--- config.mk ---
export PLATFORM = sky130hd
export DESIGN_NAME = decimator
export DESIGN_NICKNAME = d
export VERILOG_FILES = /design/src/dsp_pkg.sv /design/src/decimator.sv
export SDC_FILE = /design/constraint.sdc
export NUM_CORES = 1
export LEC_CHECK = 0
export BUFFER_PORTS_ARGS = -buffer_cell sky130_fd_sc_hd__buf_4
export CORE_MARGIN = 2
export CORE_UTILIZATION = 44
export DETAILED_ROUTE_END_ITERATION = 6
export PLACE_DENSITY = 0.81
export SLEW_MARGIN = 10
export SYNTH_ARGS = -nofsm -noshare
export SYNTH_HDL_FRONTEND = slang
export SYNTH_SLANG_ARGS = --single-unit
--- constraint.sdc ---
create_clock -name clk -period 9.78 [get_ports clk]
set_input_delay 1.956 -clock clk [delete_from_list [all_inputs] [get_ports clk]]
set_output_delay 1.956 -clock clk [all_outputs]
set_load 0.05 [all_outputs]
--- src/dsp_pkg.sv ---
package dsp_pkg;

  // widths of the measurement chain

  // raw adc word, two's complement
  typedef logic signed [13:0] sample_t;

  // halved |a| - |b|, the halving keeps it in 14 bits
  typedef logic signed [13:0] amp_t;

  typedef logic [10:0] index_t;   // position inside a frame
  typedef logic [29:0] energy_t;  // sum of three squares, unsigned
  typedef logic [14:0] root_t;    // floor sqrt of energy_t

  // largest frame the index type can address
  parameter int max_frame_len = 2048;

  // both adc channels, sampled on the same strobe
  typedef struct packed {
    sample_t chan_a;
    sample_t chan_b;
  } sample_pair_t;

  // frame maximum with its neighbours
  typedef struct packed {
    amp_t   prev;   // zero when index is 0
    amp_t   peak;
    amp_t   next;   // zero at the last frame position
    index_t index;
  } peak_t;

endpackage

--- src/decimator.sv ---
module decimator #(
  parameter int decim_rate = 7
) (
  input  logic                  clk,
  input  logic                  rst,
  input  dsp_pkg::sample_pair_t sample_in,
  input  logic                  sample_strobe,
  output dsp_pkg::sample_pair_t pair,
  output logic                  pair_valid
);

  // counter needs at least one bit even for decim_rate 1
  localparam int cnt_w = (decim_rate > 1) ? $clog2(decim_rate) : 1;

  logic [cnt_w-1:0] strobe_cnt;  // strobes since the last kept one
  logic             keep;

  assign keep = sample_strobe && (strobe_cnt == '0);  // strobes 0, R, 2R, ...

  always_ff @(posedge clk) begin
    if (rst) begin
      strobe_cnt <= '0;
      pair_valid <= 1'b0;
    end else begin
      pair_valid <= keep;  // one cycle after the kept strobe
      if (sample_strobe) begin
        strobe_cnt <= (strobe_cnt == cnt_w'(decim_rate - 1)) ? '0 : strobe_cnt + 1'b1;
      end
    end
  end

  // payload, only moves on a kept strobe
  always_ff @(posedge clk) begin
    if (keep) pair <= sample_in;
  end

endmodule

Yosys cells after proc, flatten, opt, wreduce, memory -nomap -nowiden
Index checks and enable logic that the tools add are counted.

Add/subtract/negate cells: 1. Equality and inequality tests: 1. Multiplexer cells: 1. Reductions and logical operators: 2.

Operators by type and width (number): 3-bit by 1-bit adder with 3-bit output (second input constant) (1); 3-bit equality test (second input constant) (1); 3-bit zero test (1); 3-bit 2-to-1 mux (1); 1-bit logical AND (1).

Register bits: 32. Input port bits: 31. Output and inout port bits: 29. Word-level logic and storage cells: 9.

Logic depth before layout (Yosys ltp)
Depth in word-level cells: 2. Gate-level depth with buffers: 3.

Worst setup path before layout
Ideal clock, no wire load.

Kind: input-to-reg. Start: input port sample_strobe. End: register pair[0] (netlist name) (enable). Arrival time: 3971 ps. Data required time: 9332 ps. Path slack: 5361 ps. Stages on the path: 2. Path buffers: 0. Cells stage by stage: nand2b_1 -> nor3_1.

Cells in the longest elaborated chain, start to end: 1.

RTL lines: from (decl) (line decimator.sv:7) `input logic sample_strobe,`; 1-bit logical AND (line decimator.sv:18) `assign keep = sample_strobe && (strobe_cnt == '0);`; via keep (line decimator.sv:16) `logic keep;`; to (signal assigned) (line decimator.sv:34) `if (keep) pair <= sample_in;`; to (decl) (line decimator.sv:8) `output dsp_pkg::sample_pair_t pair,`.

The timed path passes the listed nets, and every way through them passes these cells. A chain may end at the register's enable or synchronous reset.

Worst setup path in the final report
Start: register pair[12] (netlist name). End: output port pair[12] (netlist name).

No word-level cell between the ends.

==> flow_summary.yaml <==
drt:
  viasPerCell: 4.60
  num_vias: 640
  drt-total-wl_um: 1890
  post-route-drc-count: 0
  first_iter_violations: 7
  dr.pass1.iters: 2
  postRouteAntennaNets: 0
  post_drt_wl_per_cell_um: 13.6
logic_synthesis:
  synthCells: 43
  ys_types: 10
  synth_compound_area_frac: 0.0429
  yosysWarningCount: 0
  syn_avg_cell_area_um2: 23.1
  synth-seq-area-share: 0.928
  synthXorXnorAreaFrac: 0
  syn_nets: 74
  netlist_area_um2: 992
  synth-simple-area-share: 0.0290
  synthAdderAreaFrac: 0
  synth_seq_cells: 32
  synth_top_family_by_area: "compound AO/OA/AOI/OAI gates"
  synth.area.mux_share: 0
clock_tree:
  ctsHoldBuffers: 0
  cts-buffers-inserted: 5
  post_cts_buffers: 0
  clock_latency_ns: 0.32
  cts_tree: "yes"
  cts.clk_slew.worst_paths_ns: 0.09
  cts-htree-levels: 2
  clock-sinks: 32
  postCtsResizedCells: 0
  max-clock-path-buffers: 2
  cts_root_buf: "clkbuf_4"
setup_path:
  critical_path.top_delay_family: "flip-flops"
  cpPeakStageDelay_ns: 0.40
  crit_type: "reg -> out"
  end_kind: "primary output"
  path_buf_inv: 1
  start_kind: "flip-flop"
  crit_fanout: 1
  cp.required_ns: 7.82
  crit_chain: "buf_4"
  crit_cells: 1
  crit_arrival_ns: 0.92
  r2r_cells: 3
  cp_slowest_cell: "edfxtp_1"
floorplan:
  die_h_um: 51.5
  num_rows: 17
  pin_count: 60
  die_w_um: 51.5
  start_util: 0.457
  core-area_um2: 2170
  die_area_um2: 2650
final_layout:
  area_delta_synth_final_pct: 55.4
  drive_gt1_frac: 0.604
  final_common_cell: "buf_4"
  num_antenna_cells: 0
  final_nets: 141
  fillers: 156
  most-common-layout-cells: "buf_4 (60), edfxtp_1 (28), clkbuf_4 (5)"
timing:
  slew_viol_final: 0
  max_freq_mhz: 348
  rsz0062_at_grt: "false"
  hold_viol: 0
  tightest_slew_ns: 0.336
  slew_headroom: 0.776
  skew_ns: 0.00929
  period_needed_ns: 2.88
  setup-violations-final: 0
  fin_crit_sh: 0.294
  tns_ns: 0
hold_path:
  worstHoldPathType: "reg -> reg"
  holdPathStages: 1
grt:
  overflow: 0
  grt_pass1_vias: 597
  grt_pass1_wl_um: 2680
  antenna_found_initial: 0
  grt_max_degree: 29
  grtUsageTotal: 0.152
place:
  gp_congestion: 0.636
  dp_hpwl_um: 1470
  port_buffers: 59
job:
  cap_violations: 0
power_and_ir_drop:
  power.density_nw_per_um2: 188
  cellLeakagePower_nw: 0.658
  finalPower_uw: 291
  ir_worst_vdd_v: 0.000119
run_status:
  status: "finished clean"
-- through the flow --
step                hold slack, ns  instance area (um^2)  utilization  cells  setup slack (ns)
floorplan                    0.477                   992            -     43              5.36
global placement             0.501                  1480        0.683    131              6.85
detailed placement           0.558                  1480        0.683    131              6.81
CTS                          0.570                  1540        0.710    139              6.87
global route                 0.577                  1540        0.710    139              6.87
finish                       0.556                  1540        0.710    139              6.90
-- where the power goes --
| group | switching, mW | internal (mW) |
|---|---|---|
| registers | 0.00308 | 0.159 |
| clock network | 0.0384 | 0.0344 |
| logic | 0.0369 | 0.0185 |
| total | 0.0784 | 0.212 |
-- state kept, by name, summed over array words and instances (netlist names) --
register and flops:
pair_valid 1, pair 28, strobe_cnt 3
-- kinds of logic after synthesis --
logic type / after synthesis
and+or+nand+nor: 5
AOI/OAI and AO/OA: 6
DFF: 32
-- per-layer routing --
metal,vias up,part of all wire,track usage
met1,282,0.37,0.172
met4,0,0.025,0.105
met3,6,0.13,0.0643
li1,307,-,-
met5,-,0,0
met2,45,0.47,0.231
-- final timing paths --
check	startpoint	endpoint	slack, ns
worst max-delay path	pair[12]	pair[12]	6.90
worst min-delay path	strobe_cnt[2]	pair_valid	0.56
worst max register to register	strobe_cnt[0]	pair[19]	8.42
worst min register to register	strobe_cnt[2]	pair_valid	0.56
-- cell usage after synthesis --
master,count,area share
nor4_1,1,0.0063
a21o_1,1,0.0076
a31oi_1,1,0.0063
nand2b_1,2,0.013
nor3_1,2,0.010
o211a_1,1,0.010
dfxtp_1,4,0.081
a311oi_1,1,0.0088
a21oi_1,2,0.010
edfxtp_1,28,0.85
-- layout make-up --
type / instances / area, um^2 / share of cell area
Clock buffer: 7 / 55.1 / 0.0357
Clock inverter: 1 / 3.75 / 0.00244
Multi-Input combinational cell: 11 / 76.3 / 0.0495
Sequential cell: 32 / 921 / 0.597
Tap cell: 28 / 35.0 / 0.0227
Timing Repair Buffer: 60 / 450 / 0.292
Power figures use the tool's default switching activity.
