### config.mk
export PLATFORM = sky130hd
export DESIGN_NAME = uart_report_tx
export DESIGN_NICKNAME = d
export VERILOG_FILES = /design/src/dsp_pkg.sv /design/src/link_pkg.sv /design/src/uart_report_tx.sv
export SDC_FILE = /design/constraint.sdc
export NUM_CORES = 1
export LEC_CHECK = 0
export ABC_CLOCK_PERIOD_IN_PS = 2500
export BUFFER_PORTS_ARGS = -buffer_cell sky130_fd_sc_hd__buf_2
export CAP_MARGIN = 10
export CORE_MARGIN = 2
export CORE_UTILIZATION = 30
export CTS_BUF_LIST = sky130_fd_sc_hd__clkbuf_8 sky130_fd_sc_hd__clkbuf_16
export DETAILED_ROUTE_END_ITERATION = 8
export PLACE_DENSITY = 0.57
export SKIP_CTS_REPAIR_TIMING = 1
export SLEW_MARGIN = 30
export SYNTH_ARGS = -nofsm -noshare
export SYNTH_HDL_FRONTEND = slang
export SYNTH_SLANG_ARGS = --single-unit
### constraint.sdc
create_clock -name clk -period 2.5 [get_ports clk]
set_clock_uncertainty 0.15 [all_clocks]
set_input_delay 0.5 -clock clk [delete_from_list [all_inputs] [get_ports clk]]
set_output_delay 0.5 -clock clk [all_outputs]
set_load 0.02 [all_outputs]
### src/dsp_pkg.sv
package dsp_pkg;

  // widths of the measurement chain

  // raw adc word, two's complement
  typedef logic signed [13:0] sample_t;

  // halved |a| - |b|, the halving keeps it in 14 bits
  typedef logic signed [13:0] amp_t;

  typedef logic [10:0] index_t;   // position inside a frame
  typedef logic [29:0] energy_t;  // sum of three squares, unsigned
  typedef logic [14:0] root_t;    // floor sqrt of energy_t

  // largest frame the index type can address
  parameter int max_frame_len = 2048;

  // both adc channels, sampled on the same strobe
  typedef struct packed {
    sample_t chan_a;
    sample_t chan_b;
  } sample_pair_t;

  // frame maximum with its neighbours
  typedef struct packed {
    amp_t   prev;   // zero when index is 0
    amp_t   peak;
    amp_t   next;   // zero at the last frame position
    index_t index;
  } peak_t;

endpackage

### src/link_pkg.sv
package link_pkg;

  // serial report link

  typedef logic [7:0] byte_t;  // one uart data byte

  // 8n1 transmitter states
  typedef enum logic [1:0] {
    idle,
    start,
    data,
    stop
  } tx_state_t;

  // root hi/lo then index hi/lo
  parameter int report_bytes = 4;

endpackage

### src/uart_report_tx.sv
module uart_report_tx #(
  parameter int clks_per_bit = 868
) (
  input  logic            clk,
  input  logic            rst,
  input  dsp_pkg::root_t  root,
  input  dsp_pkg::index_t index,
  input  logic            root_valid,
  output logic            tx,
  output logic            busy
);

  import link_pkg::*;

  localparam int baud_w = (clks_per_bit > 1) ? $clog2(clks_per_bit) : 1;
  localparam int bit_w  = $clog2($bits(byte_t));
  localparam int byte_w = $clog2(report_bytes);

  tx_state_t                  state;
  logic [baud_w-1:0]          baud_cnt;  // cycles into the current bit
  logic [bit_w-1:0]           bit_cnt;   // data bit on the line
  logic [byte_w-1:0]          byte_cnt;  // bytes already started
  byte_t [report_bytes-1:0]   report_q;  // top entry is on the line
  byte_t                      cur_byte;
  logic                       bit_end;
  logic                       last_byte;

  assign cur_byte  = report_q[report_bytes-1];
  assign bit_end   = (baud_cnt == baud_w'(clks_per_bit - 1));
  assign last_byte = (byte_cnt == byte_w'(report_bytes - 1));

  always_ff @(posedge clk) begin
    if (rst) begin
      state    <= idle;
      tx       <= 1'b1;  // line idles high
      busy     <= 1'b0;
      baud_cnt <= '0;
      bit_cnt  <= '0;
      byte_cnt <= '0;
    end else begin
      baud_cnt <= (state == idle || bit_end) ? '0 : baud_cnt + 1'b1;
      case (state)
        idle: if (root_valid) begin  // while busy a report is dropped
          state    <= start;
          tx       <= 1'b0;
          busy     <= 1'b1;
          byte_cnt <= '0;
        end
        start: if (bit_end) begin
          state   <= data;
          tx      <= cur_byte[0];  // lsb first
          bit_cnt <= '0;
        end
        data: if (bit_end) begin
          if (bit_cnt == bit_w'($bits(byte_t) - 1)) begin
            state <= stop;
            tx    <= 1'b1;
          end else begin
            bit_cnt <= bit_cnt + 1'b1;
            tx      <= cur_byte[bit_cnt + 1'b1];
          end
        end
        stop: if (bit_end) begin
          if (last_byte) begin
            state <= idle;
            busy  <= 1'b0;  // after the last stop bit
          end else begin
            state    <= start;
            tx       <= 1'b0;
            byte_cnt <= byte_cnt + 1'b1;
          end
        end
        default: state <= idle;
      endcase
    end
  end

  // report bytes, 16 bit fields zero-extended
  always_ff @(posedge clk) begin
    if (state == idle && root_valid) begin
      report_q <= {16'(root), 16'(index)};
    end else if (state == stop && bit_end && !last_byte) begin
      report_q <= {report_q[report_bytes-2:0], byte_t'(0)};  // next byte to the top
    end
  end

endmodule

Yosys cells after proc, flatten, opt, wreduce, memory -nomap -nowiden. Cells that the tools add are included.

Mux-type cells: 30. Equal/unequal tests: 14. Reduce and logical (&&, ||, !) cells: 15. $add $sub $neg: 3. Magnitude comparators: 1.

Operators by type and width (number): $mux 31 (2); $mux 2 (8); $ne 2x2->1 const B (8); $reduce_and 4->1 (3); $mux 1 (11); $add 10x1->10 const B (1); $eq 10x10->1 const B (1); $reduce_and 5->1 (2); $mux 3 (3); $pmux 2 s4 (1); $eq 2x2->1 const B (3); $pmux 3 s2 (1); $reduce_bool 2->1 (3); $lt 3x4->1 const B (1); $pmux 1 s4 (1); $pmux 2 s2 (1); $add 3x1->3 const B (1); $bmux 1 s3 (1); $eq 3x3->1 const B (1); $logic_and 1x1->1 (3); $add 2x1->2 const B (1); $eq 2x1->1 const B (1); $logic_not 2->1 (1); $pmux 1 s2 (1); 3 further kinds (3).

Output and inout port bits: 2. Input bits: 29. Flip-flop bits (word level): 51.

Longest topological paths before layout.
Depth in word-level cells: 6. Mapped depth: 7. Mapped depth without buffers: 7.

Least setup slack after synthesis. Ideal clock, no wire load.

Kind: flip-flop to flip-flop. From: register state[0]. To: register report_q (netlist bit cur_byte[0]), enable pin. Data arrival time: 1785 ps. Setup slack: 179 ps. Stages on the path, launching flop included: 7. Data required time: 1963 ps. Path through: dfxtp_1 -> inv_1 -> ha_1 -> and2_1 -> buf_2 -> buf_2 -> nand2b_1.

Longest elaborated chain between the ends: 4.

Ends and longest elaborated chain: from (decl) (line uart_report_tx.sv:19) `tx_state_t state;`; from (signal assigned) (line uart_report_tx.sv:34) `state <= idle;`; from (signal assigned) (line uart_report_tx.sv:44) `state <= start;`; from (signal assigned) (line uart_report_tx.sv:50) `state <= data;`; $eq 2x2->1 (line uart_report_tx.sv:82) `end else if (state == stop && bit_end && !last_byte) begin`; $logic_and 1x1->1 (2 in a row) (line uart_report_tx.sv:82); $reduce_bool 2->1 (no source line) (*); to (signal assigned) (line uart_report_tx.sv:81) `report_q <= {16'(root), 16'(index)};`; to (signal assigned) (line uart_report_tx.sv:83) `report_q <= {report_q[report_bytes-2:0], byte_t'(0)};`; to (decl) (line uart_report_tx.sv:23) `byte_t [report_bytes-1:0] report_q;`.

Mark *: on every way between the ends. The rest lies on a longest branch, timed or not. A chain may end at the register's enable or synchronous reset.

Worst setup path in the final report.
From: register state[1]. To: register report_q[18] (netlist name) (data pin).

Longest elaborated chain between the ends: 3.

Ends and longest elaborated chain: $logic_not 2->1 (line uart_report_tx.sv:80) `if (state == idle && root_valid) begin`; $logic_and 1x1->1 (line uart_report_tx.sv:80); $mux 31 (line uart_report_tx.sv:80).

No other way between the ends.

==> flow_metrics.py <==
metrics = {
    "outcome": {
        "status": "completed",
    },
    "route": {
        "top_layer": "met4",
        "met2_length_um": 1910,
        "wl_per_cell_um": 11.6,
        "vias": 1616,
        "drc": 0,
        "drtIter0Drc": 90,
        "wl_met3_um": 129,
        "dr.pass1.iters": 4,
        "wl_met1_um": 1900,
        "wl_um": 4020,
        "vias_per_cell": 4.66,
        "ant_nets": 0,
    },
    "setup_path": {
        "cp.arrival_ns": 2.25,
        "crit_fanout": 8,
        "critical_path.startpoint_type": "flop",
        "worstSetupEndpointType": "flop",
        "worstPathRequired_ns": 2.53,
        "path_cells": "ha_1, and2b_1, nand4_1, nor2_2, buf_4, a22o_1",
        "crit_family": "simple AND/OR/NAND/NOR gates",
        "slowest_stage": "dfxtp_1",
        "path_buf_inv": 1,
        "cp_slowest_stage_delay_ns": 0.40,
        "worstSetupPathType": "reg -> reg",
    },
    "yosys": {
        "synth-seq-area-share": 0.550,
        "synth_nets": 245,
        "syn_inst": 207,
        "yosysTopAreaCellShare": 0.335,
        "synth_area_per_cell_um2": 11.3,
        "ys_warn_count": 0,
        "synth.area.top_cells": "edfxtp_1, dfxtp_1, a22o_1",
        "syn-cell-area_um2": 2330,
        "synth_cell_types": 38,
        "synth_top_area_cell": "edfxtp_1",
        "ys_seq_elements": 51,
    },
    "timing": {
        "whs_ns": 0.319,
        "grt_setup_unrepaired": "false",
        "setup-tns-final_ns": 0,
        "timing.fmax_mhz": 451,
        "slew_headroom": 0.646,
        "finalSetupViolCount": 0,
        "finalWorstSetupSlack_ns": 0.283,
        "final.min_clock_period_ns": 2.22,
        "min_period_over_period": 0.887,
        "tightest_slew_ns": 0.526,
        "slew_viol_final": 0,
        "hold_viol_final": 0,
    },
    "finish": {
        "area_delta_synth_final_pct": 17.4,
        "drive_gt1_frac": 0.204,
        "antenna_cells": 0,
        "layout.nets": 282,
        "postLayoutCellArea_um2": 2740,
    },
    "cts": {
        "clkSinkCount": 51,
        "cts_made_buffers": 5,
        "cts_max_level": 2,
        "cts_tree": "built",
        "clk_pin_slew_ns": 0.09,
        "cts_max_path_buffers": 2,
        "root_buffer": "clkbuf_8",
        "clkLatencyLatePin_ns": 0.30,
    },
    "worst_hold_path": {
        "holdCritPathClass": "reg -> reg",
    },
    "die": {
        "die_area_um2": 8490,
        "die_w_um": 92.1,
        "die_h_um": 92.1,
        "initial_utilization": 0.306,
        "ios": 31,
        "core_um2": 7610,
        "rows": 32,
    },
    "placement": {
        "gp_congestion": 0.789,
        "place_area_um2": 2620,
        "pre_cts_slack_ns": 0.269,
        "port_buffers": 30,
        "hpwl_um": 3070,
    },
    "flow_run": {
        "cap_violations": 0,
    },
    "global_route": {
        "gr-total-overflow": 0,
        "antenna_found_initial": 0,
        "grt_pass1_vias": 1562,
        "grt_pass1_wl_um": 6960,
        "grt_max_degree": 18,
        "grt_usage": 0.103,
    },
    "pwr": {
        "power.density_nw_per_um2": 849,
        "p_leak_uw": 0.00111,
        "peakVddDrop_uv": 291,
    },
}
==> layout make-up <==
class                           count  area (um^2)
Fill cell                         795         4870
Sequential cell                    51         1280
Multi-Input combinational cell    144          985
Timing Repair Buffer               38          210
Tap cell                          102          128
Clock buffer                        5         68.8
Clock inverter                      3         47.5
Inverter                            4         15.0
==> worst paths after layout <==
path / startpoint / to / slack [ns] / cells after the start
setup / recovery: state[1] / report_q[18] / 0.28 / 6
hold / removal: baud_cnt[0] / baud_cnt[0] / 0.32 / 1
setup reg to reg: state[1] / report_q[18] / 0.28 / 6
hold reg to reg: baud_cnt[0] / baud_cnt[0] / 0.32 / 1
==> through the flow <==
step,utilization,std cells,power [uW]
6_report,0.360,347,2320
3_3_place_gp,0.344,339,1750
3_5_place_dp,0.344,339,1760
2_1_floorplan,-,207,1570
4_1_cts,0.360,347,2350
5_1_grt,0.360,347,2480
==> Yosys cell counts <==
cell type	number
a211oi_1	1
a21o_1	1
a21oi_1	6
a221oi_1	1
a22o_1	18
a22oi_1	1
a311o_1	1
a31oi_1	1
and2_1	2
and2b_1	1
and3_1	12
and4bb_1	1
and4bb_2	1
buf_1	2
buf_2	3
buf_6	2
clkbuf_1	1
dfxtp_1	25
edfxtp_1	26
ha_1	9
inv_1	4
mux2i_1	10
nand2_1	11
nand2b_1	8
nand3_1	9
nand3b_1	1
nand4_1	1
nor2_1	23
nor2_2	1
nor2b_1	1
nor3_1	5
nor3_4	1
nor3b_1	1
nor3b_2	1
o21ai_0	6
o22ai_1	1
xnor2_1	6
xor2_1	2
==> metal layers <==
metal  global-route usage  vias up
li1                     -      827
met1                0.129      758
met2                0.167       25
met3               0.0279        6
met4               0.0460        0
met5                    0        -
==> registers in the layout, summed over array words and instances (netlist names) <==
register / cells
report_q: 24
baud_cnt: 10
cur_byte: 8
bit_cnt: 3
byte_cnt: 2
state: 2
busy: 1
tx: 1
==> power by group <==
group	leakage, uW	switching (uW)	total (uW)	internal (uW)
combinational	0.000592	351	589	238
clock	0.0000587	283	587	304
sequential	0.000460	56.6	1150	1090
total	0.00111	690	2320	1630
==> worst reg2reg max path: stages, from the launching register on <==
cell and delay [ns]:
dfxtp_1 0.40, ha_1 0.31, and2b_1 0.20, nand4_1 0.37
nor2_2 0.33, buf_4 0.21, a22o_1 0.13
==> cell usage in the layout, fill, tap and decap left out, types with 2 or more instances in the layout <==
| cell type | count |
|---|---|
| a21oi_1 | 6 |
| a22o_1 | 18 |
| and2_1 | 2 |
| and3_1 | 12 |
| buf_2 | 30 |
| buf_4 | 8 |
| clkbuf_8 | 5 |
| dfxtp_1 | 25 |
| edfxtp_1 | 26 |
| ha_1 | 9 |
| inv_1 | 4 |
| mux2i_1 | 10 |
| nand2_1 | 11 |
| nand2b_1 | 8 |
| nand3_1 | 9 |
| nor2_1 | 23 |
| nor3_1 | 5 |
| o21ai_0 | 6 |
| xnor2_1 | 6 |
| xor2_1 | 2 |
==> cells by family (layout without fill, tap and decap cells) <==
group | count (synthesis) | after routing | synth area share
and+or+nand+nor | 80 | 80 | 0.185
DFF | 51 | 51 | 0.550
AOI/OAI and AO/OA | 37 | 37 | 0.117
buffers and inverters | 12 | 50 | 0.0274
muxes | 10 | 10 | 0.0430
adders and majority gates | 9 | 9 | 0.0483
xor gates and xnor gates | 8 | 8 | 0.0301
(Power assumes the default switching activity.)
