## src/dsp_pkg.sv

```systemverilog
package dsp_pkg;

  // widths of the measurement chain

  // raw adc word, two's complement
  typedef logic signed [13:0] sample_t;

  // halved |a| - |b|, the halving keeps it in 14 bits
  typedef logic signed [13:0] amp_t;

  typedef logic [10:0] index_t;   // position inside a frame
  typedef logic [29:0] energy_t;  // sum of three squares, unsigned
  typedef logic [14:0] root_t;    // floor sqrt of energy_t

  // largest frame the index type can address
  parameter int max_frame_len = 2048;

  // both adc channels, sampled on the same strobe
  typedef struct packed {
    sample_t chan_a;
    sample_t chan_b;
  } sample_pair_t;

  // frame maximum with its neighbours
  typedef struct packed {
    amp_t   prev;   // zero when index is 0
    amp_t   peak;
    amp_t   next;   // zero at the last frame position
    index_t index;
  } peak_t;

endpackage

```

## src/peak_finder.sv

```systemverilog
module peak_finder #(
  parameter int frame_len = 2048
) (
  input  logic                  clk,
  input  logic                  rst,
  input  dsp_pkg::sample_pair_t pair,
  input  logic                  pair_valid,
  output dsp_pkg::peak_t        peak,
  output logic                  peak_valid
);

  import dsp_pkg::*;

  localparam index_t last_pos = index_t'(frame_len - 1);

  logic signed [14:0] ext_a, ext_b;  // one bit wider so -8192 negates cleanly
  logic [14:0]        abs_a, abs_b;
  logic signed [15:0] diff;          // |a| - |b| before halving
  amp_t               amp;

  index_t pos;        // frame position of the incoming value
  amp_t   prev_val;   // value before the current one, 0 at frame start
  amp_t   best;
  amp_t   best_prev;
  amp_t   best_next;
  index_t best_idx;
  logic   need_next;  // last value was a new maximum, next one is its neighbour
  logic   new_max;
  logic   last;
  peak_t  record;     // tracking state including the current value

  if (frame_len > max_frame_len) begin : g_len_check
    $error("peak_finder: frame_len larger than the index type allows");
  end

  // amplitude difference
  always_comb begin
    ext_a = 15'($signed(pair.chan_a));
    ext_b = 15'($signed(pair.chan_b));
    abs_a = ext_a[14] ? -ext_a : ext_a;
    abs_b = ext_b[14] ? -ext_b : ext_b;
    diff  = $signed({1'b0, abs_a}) - $signed({1'b0, abs_b});
    amp   = amp_t'(diff >>> 1);  // arithmetic halve, fits 14 bits
  end

  assign last    = (pos == last_pos);
  assign new_max = (pos == '0) || (amp > best);  // strict, first of a tie stays

  always_comb begin
    record.prev  = best_prev;
    record.peak  = best;
    record.next  = need_next ? amp : best_next;  // capture right after a new max
    record.index = best_idx;
    if (new_max) begin
      record.prev  = prev_val;
      record.peak  = amp;
      record.next  = '0;  // stays 0 if the max is the last value
      record.index = pos;
    end
  end

  // control
  always_ff @(posedge clk) begin
    if (rst) begin
      pos        <= '0;
      prev_val   <= '0;
      need_next  <= 1'b0;
      peak_valid <= 1'b0;
    end else begin
      peak_valid <= pair_valid && last;  // one cycle after the last value
      if (pair_valid) begin
        if (last) begin
          pos       <= '0;
          prev_val  <= '0;  // gives prev = 0 for index 0
          need_next <= 1'b0;
        end else begin
          pos       <= pos + 1'b1;
          prev_val  <= amp;
          need_next <= new_max;
        end
      end
    end
  end

  // best-so-far, position 0 always overwrites it
  always_ff @(posedge clk) begin
    if (pair_valid) begin
      best      <= record.peak;
      best_prev <= record.prev;
      best_next <= record.next;
      best_idx  <= record.index;
      if (last) peak <= record;
    end
  end

endmodule

```

## config.mk

```make
export PLATFORM = sky130hd
export DESIGN_NAME = peak_finder
export DESIGN_NICKNAME = d
export VERILOG_FILES = /design/src/dsp_pkg.sv /design/src/peak_finder.sv
export SDC_FILE = /design/constraint.sdc
export NUM_CORES = 1
export LEC_CHECK = 0
export ABC_CLOCK_PERIOD_IN_PS = 7700
export BUFFER_PORTS_ARGS = -buffer_cell sky130_fd_sc_hd__buf_2
export CAP_MARGIN = 20
export CORE_MARGIN = 4
export CORE_UTILIZATION = 45
export CTS_BUF_LIST = sky130_fd_sc_hd__clkbuf_4 sky130_fd_sc_hd__clkbuf_8
export DETAILED_ROUTE_END_ITERATION = 12
export SLEW_MARGIN = 20
export SYNTH_ARGS = -nofsm -noshare
export SYNTH_HDL_FRONTEND = slang
export SYNTH_SLANG_ARGS = --single-unit
```

## constraint.sdc

```tcl
create_clock -name clk -period 7.7 [get_ports clk]
set_input_delay 0.77 -clock clk [delete_from_list [all_inputs] [get_ports clk]]
set_output_delay 0.77 -clock clk [all_outputs]
set_load 0.05 [all_outputs]
```

# == After elaboration in Yosys (flattened, before gate mapping) ==
# Cells that the tools add are included.
# totals
out_inout_bits,54
elab_cells,29
register_bits,133
input_bits,31
# classes
n_eq_ne,1
order_cmp,1
addsub,4
n_reduce_logical,4
n_mux,7
# ops
cell,count
two-way mux 53 bit,1
two-way mux 15 bit,2
negator 14 -> 15 bit,2
two-way mux 14 bit,2
subtractor 15 bit,1
greater-than comparator 14 bit,1
"adder 11 x 1 -> 11 bit, second input constant",1
"== test 11 bit, second input constant",1
zero test 11 bit,1
two-way mux 11 bit,1
AND reduction 2 bit,1
logical AND 1 bit,1
logical OR 1 bit,1
two-way mux 1 bit,1

# == Logic depth before layout (Yosys ltp) ==
# logic_depth
word_depth,6
mapped_depth,22
depth_no_buf,20

# == Worst setup path before layout ==
# No wires, ideal clock.
# synth_timing
kind,input -> register
from,input pair[4] (netlist name)
to,"register best_prev[11], data pin"
path_slack_ns,2.852
path_stages,20
setup_time_ns,0.262
required_ns,7.438
arrival_ns,4.586
cell_sequence,nor4_1 > inv_1 > nor3_2 > nand2_1 > o31ai_1 > xor2_1 > ha_1 > a21oi_2 > o21ai_0 > or2_0 > a311oi_1 > a211oi_2 > ha_1 > a21oi_1 > nand2_1 > a21oi_1 > o211ai_2 > a31oi_4 > buf_6 > mux2_2
# synth_rtl
item,line_no,source
from (decl),peak_finder.sv:6,"input dsp_pkg::sample_pair_t pair,"
to (signal assigned),peak_finder.sv:89,best_prev <= record.prev;
to (decl),peak_finder.sv:24,amp_t best_prev;

==> reports/results.md <==
| Stage | Item | This run |
|:---|:---|:---|
| status | Result of the run | complete, no violations |
| final layout | Ratio of cells with drive above 1 in the final layout | 27.6% |
| yosys | EDFF count, synth | 106 |
| yosys | Net count after synthesis | 587 |
| timing | Final Slew Violations | 0 |
| global routing | Initial antenna violation count | 0 |
| timing | Accumulated negative setup slack | 0 ns |
| clocking | Library cell used as clock root buffer | clkbuf_8 |
| final layout | Number of antenna diodes | 0 |
| final layout | Fill cells | 1,234 |
| timing | Setup repair after global routing missed its margin | false |
| die | Y dimension of the die | 129 µm |
| die | Starting Density | 46.6% |
| power | Static leakage | 2.96 nW |
| drt | Drt first-iter violations | 245 |
| clocking | Insertion delay to the later sink of the worst-skew pair | 0.44 ns |
| die | Count of standard-cell rows | 43 |
| die | Number of placed I/O pins | 85 |
| die | Width of the chip | 129 µm |
| timing | Final critical delay including setup and external delays | 5.84 ns |
| timing | Post-route worst hold slack | 0.471 ns |
| drt | DRC violations left | 0 |
| yosys | Share of synthesized registers carrying an async set or reset | 0% |
| clocking | Clock-pin slew on the worst setup and hold paths | 0.07 ns |
| placed design | Final Wtd Congestion | 0.863 |
| yosys | Yosys warns | 0 |
| drt | Wirelength, routed | 13.2 mm |
| worst hold path | Hold/Removal Path Class | reg -> reg |
| global routing | Wire length of the first global-routing pass | 21.7 mm |
| clocking | Number of resized instances in the post-cts repair step | 0 |
| timing | Total count of hold-check failures in the final report | 0 |
| power | Maximum VDD drop | 0.132 mV |
| global routing | Met3 layer usage reported by global route | 4.36% |
| setup path | Category of the worst setup path capture point | register |
| run | Max-capacitance violation count | 0 |
| setup path | Ordered cell list for the critical path | buf_2 -> nor4_1 -> inv_1 -> nor3_2 -> nand3_1 -> o41ai_1 -> xor2_1 -> ha_1 -> nand2_1 -> o21ai_0 -> or2_0 -> a311oi_1 -> a211oi_2 -> ha_1 -> a21oi_1 -> nand2_1 -> a21oi_1 -> o211ai_2 -> a31oi_4 -> buf_12 -> mux2_2 |
| timing | Number of failing setup endpoints in the final timing report | 0 |
| clocking | Worst-case clock buffer depth | 2 |
| final layout | Layout-stage area growth over the synthesis result | 15.1% |
| drt | Detailed Routing Iterations Pass 1 | 4 |
| timing | Post-route clock period utilization | 75.8% |
| die | Floorplan Core Area | 0.0140 mm² |
| clocking | H-tree depth | 4 |
| clocking | Clock net sink count | 133 |
| die | Area of the die | 0.0165 mm² |
| global routing | Busiest grt layer | met2 |
| yosys | Total of flip-flops plus latches after synthesis | 133 |
| global routing | Number of global-route vias before repair | 4,281 |
| clocking | Hold_buf cts | 0 |
| yosys | Post-synthesis cell area | 0.00655 mm² |
| global routing | Total congestion overflow after global routing | 0 |
| setup path | Worst R2R Setup Slack | 4.61 ns |
| setup path | Endpoint arrival time on the critical path | 6.02 ns |
| placed design | Port Buf Inserts | 84 |
| timing | Worst slew pin tran | 0.950 ns |
| yosys | Unique cell type count in the Yosys netlist | 60 |
| global routing | Global-route usage over all layers | 17.0% |
| setup path | Slowest stage delay, CP | 0.68 ns |
| drt | Average vias per placed instance | 5.26 |
| clocking | Number of buffers inserted to repair setup after CTS | 0 |
| setup path | Critical-path cell with the highest stage delay | a31oi_4 |
| yosys | Share of synthesized area occupied by flip-flops and latches | 56.8% |
| power | Power Density | 270 mW/mm² |
| placed design | Placed wire-length estimate | 9.19 mm |
| yosys | Most frequently used flop master after synthesis | edfxtp_1 |
| yosys | Cell count after synthesis | 524 |
| clocking | TritonCTS clock tree | built |
| timing | Layout Skew | 0.0142 ns |
| global routing | Global routing usage on met1 | 21.9% |
| final layout | # nets final | 677 |
| drt | Antenna viol nets, final | 0 |
| global routing | Met2 global-route usage | 27.8% |
| power | Total design power | 2.04 mW |
| setup path | Type of element launching the critical path | input pin |
| drt | WL per Instance | 16.4 µm |
| yosys | Synthesized area per cell | 12.5 µm² |
| global routing | Pin count of the biggest net entering global routing | 59 |
| setup path | Type of the worst setup path | in -> reg |
| timing | Worst slew margin relative to its limit | 36.6% |
| timing | Maximum frequency from static timing analysis | 171 MHz |
| clocking | Inserted Clock Buffers | 17 |
| setup path | Required time at the worst-slack endpoint | 7.88 ns |
| drt | Via count | 4,243 |
| setup path | Top fanout value on the critical path | 36 |
[critical path, delay by kind of cell]
family	cells	cell delay, ns
AOI/OAI and AO/OA	8	2.34
adders and majority gates	2	0.76
and+or+nand+nor	6	1.10
buffers and inverters	3	0.54
xor gates and xnor gates	1	0.12
muxes	1	0.38
[cell usage after synthesis, types with 2 or more instances]
library cell | number | area share (%)
a21o_1 | 3 | 0.34
a21oi_1 | 21 | 1.6
a21oi_2 | 3 | 0.40
a22oi_1 | 12 | 1.4
a311oi_1 | 2 | 0.27
a31o_2 | 2 | 0.27
a31oi_1 | 2 | 0.19
and3_1 | 4 | 0.38
buf_2 | 2 | 0.15
buf_6 | 6 | 1.0
clkbuf_1 | 8 | 0.46
dfxtp_1 | 27 | 8.3
edfxtp_1 | 106 | 49
ha_1 | 31 | 5.9
inv_1 | 27 | 1.5
mux2_2 | 30 | 5.2
mux2_4 | 4 | 0.92
mux2i_1 | 15 | 2.3
nand2_1 | 40 | 2.3
nand2b_1 | 9 | 0.86
nand3_1 | 9 | 0.69
nand4_1 | 3 | 0.29
nor2_1 | 33 | 1.9
nor2b_1 | 14 | 1.3
nor3_1 | 2 | 0.15
nor3_2 | 3 | 0.46
nor4_1 | 5 | 0.48
o21ai_0 | 16 | 1.2
o21ai_1 | 3 | 0.23
o31ai_1 | 7 | 0.80
o41ai_1 | 4 | 0.53
or2_2 | 4 | 0.38
or3_1 | 3 | 0.29
xnor2_1 | 17 | 2.3
xor2_1 | 22 | 2.9
[registers in the layout (all words and copies together) (netlist names)]
name,cells
pos,11
need_next,1
peak_valid,1
best,14
best_next,14
peak,53
prev_val,14
best_idx,11
best_prev,14
[cells by family (layout without fill, tap and decap cells)]
family | count (synthesis) | in the layout | share of synthesized area, %
buf+inv | 44 | 147 | 3.25
xor+xnor | 39 | 39 | 5.21
fa+ha+maj | 32 | 32 | 6.23
simple gates | 140 | 140 | 10.9
mux | 49 | 49 | 8.37
compound gates | 87 | 87 | 9.21
flops | 133 | 133 | 56.8
[per-layer routing]
metal	wire, µm	vias to the layer above
met1	5980	2038
met5	0	-
met3	621	19
met4	211	0
li1	-	2106
met2	6400	80
[per-stage QoR]
stage,cell area (µm²),setup WS [ns],util [%],instances
floorplan,6550,2.85,-,524
global placement,7120,1.69,50.7,775
detailed placement,7130,1.45,50.7,775
CTS,7540,1.91,53.7,807
global route,7540,1.45,53.7,807
finish,7540,1.86,53.7,807
[worst paths after layout]
| check | from | endpoint | depth (start not counted) |
|---|---|---|---|
| hold reg to reg | prev_val[12] | prev_val[12] | 2 |
| setup / recovery | pair[4] | peak[50] | 21 |
| setup reg to reg | best[4] | peak[50] | 9 |
| hold / removal | prev_val[12] | prev_val[12] | 2 |
[cells in the final DEF (no fill, tap or decap), types with 4 or more instances in the layout]
master / instances
a21oi_1: 21
a22oi_1: 12
and3_1: 4
buf_2: 84
clkbuf_8: 18
dfxtp_1: 27
edfxtp_1: 106
ha_1: 31
inv_1: 26
mux2_2: 30
mux2_4: 4
mux2i_1: 15
nand2_1: 40
nand2b_1: 9
nand3_1: 9
nor2_1: 33
nor2b_1: 14
nor4_1: 5
o21ai_0: 16
o31ai_1: 7
o41ai_1: 4
or2_2: 4
xnor2_1: 17
xor2_1: 22
[area by class of cell]
type | count | area [µm²] | share of cell area (%)
inverters | 28 | 108 | 1.43
multi-input cells | 347 | 2610 | 34.7
clock inverters | 13 | 155 | 2.06
repair buffers | 87 | 455 | 6.04
flip-flops and latches | 133 | 3720 | 49.4
well taps | 180 | 225 | 2.99
clock buffers | 19 | 255 | 3.39
[power by group]
group / internal [mW] / total [mW] / switching (mW)
registers: 0.883 / 0.914 / 0.0309
clock network: 0.331 / 0.598 / 0.267
logic: 0.224 / 0.524 / 0.300
total: 1.44 / 2.04 / 0.598
(Power assumes the default switching activity.)
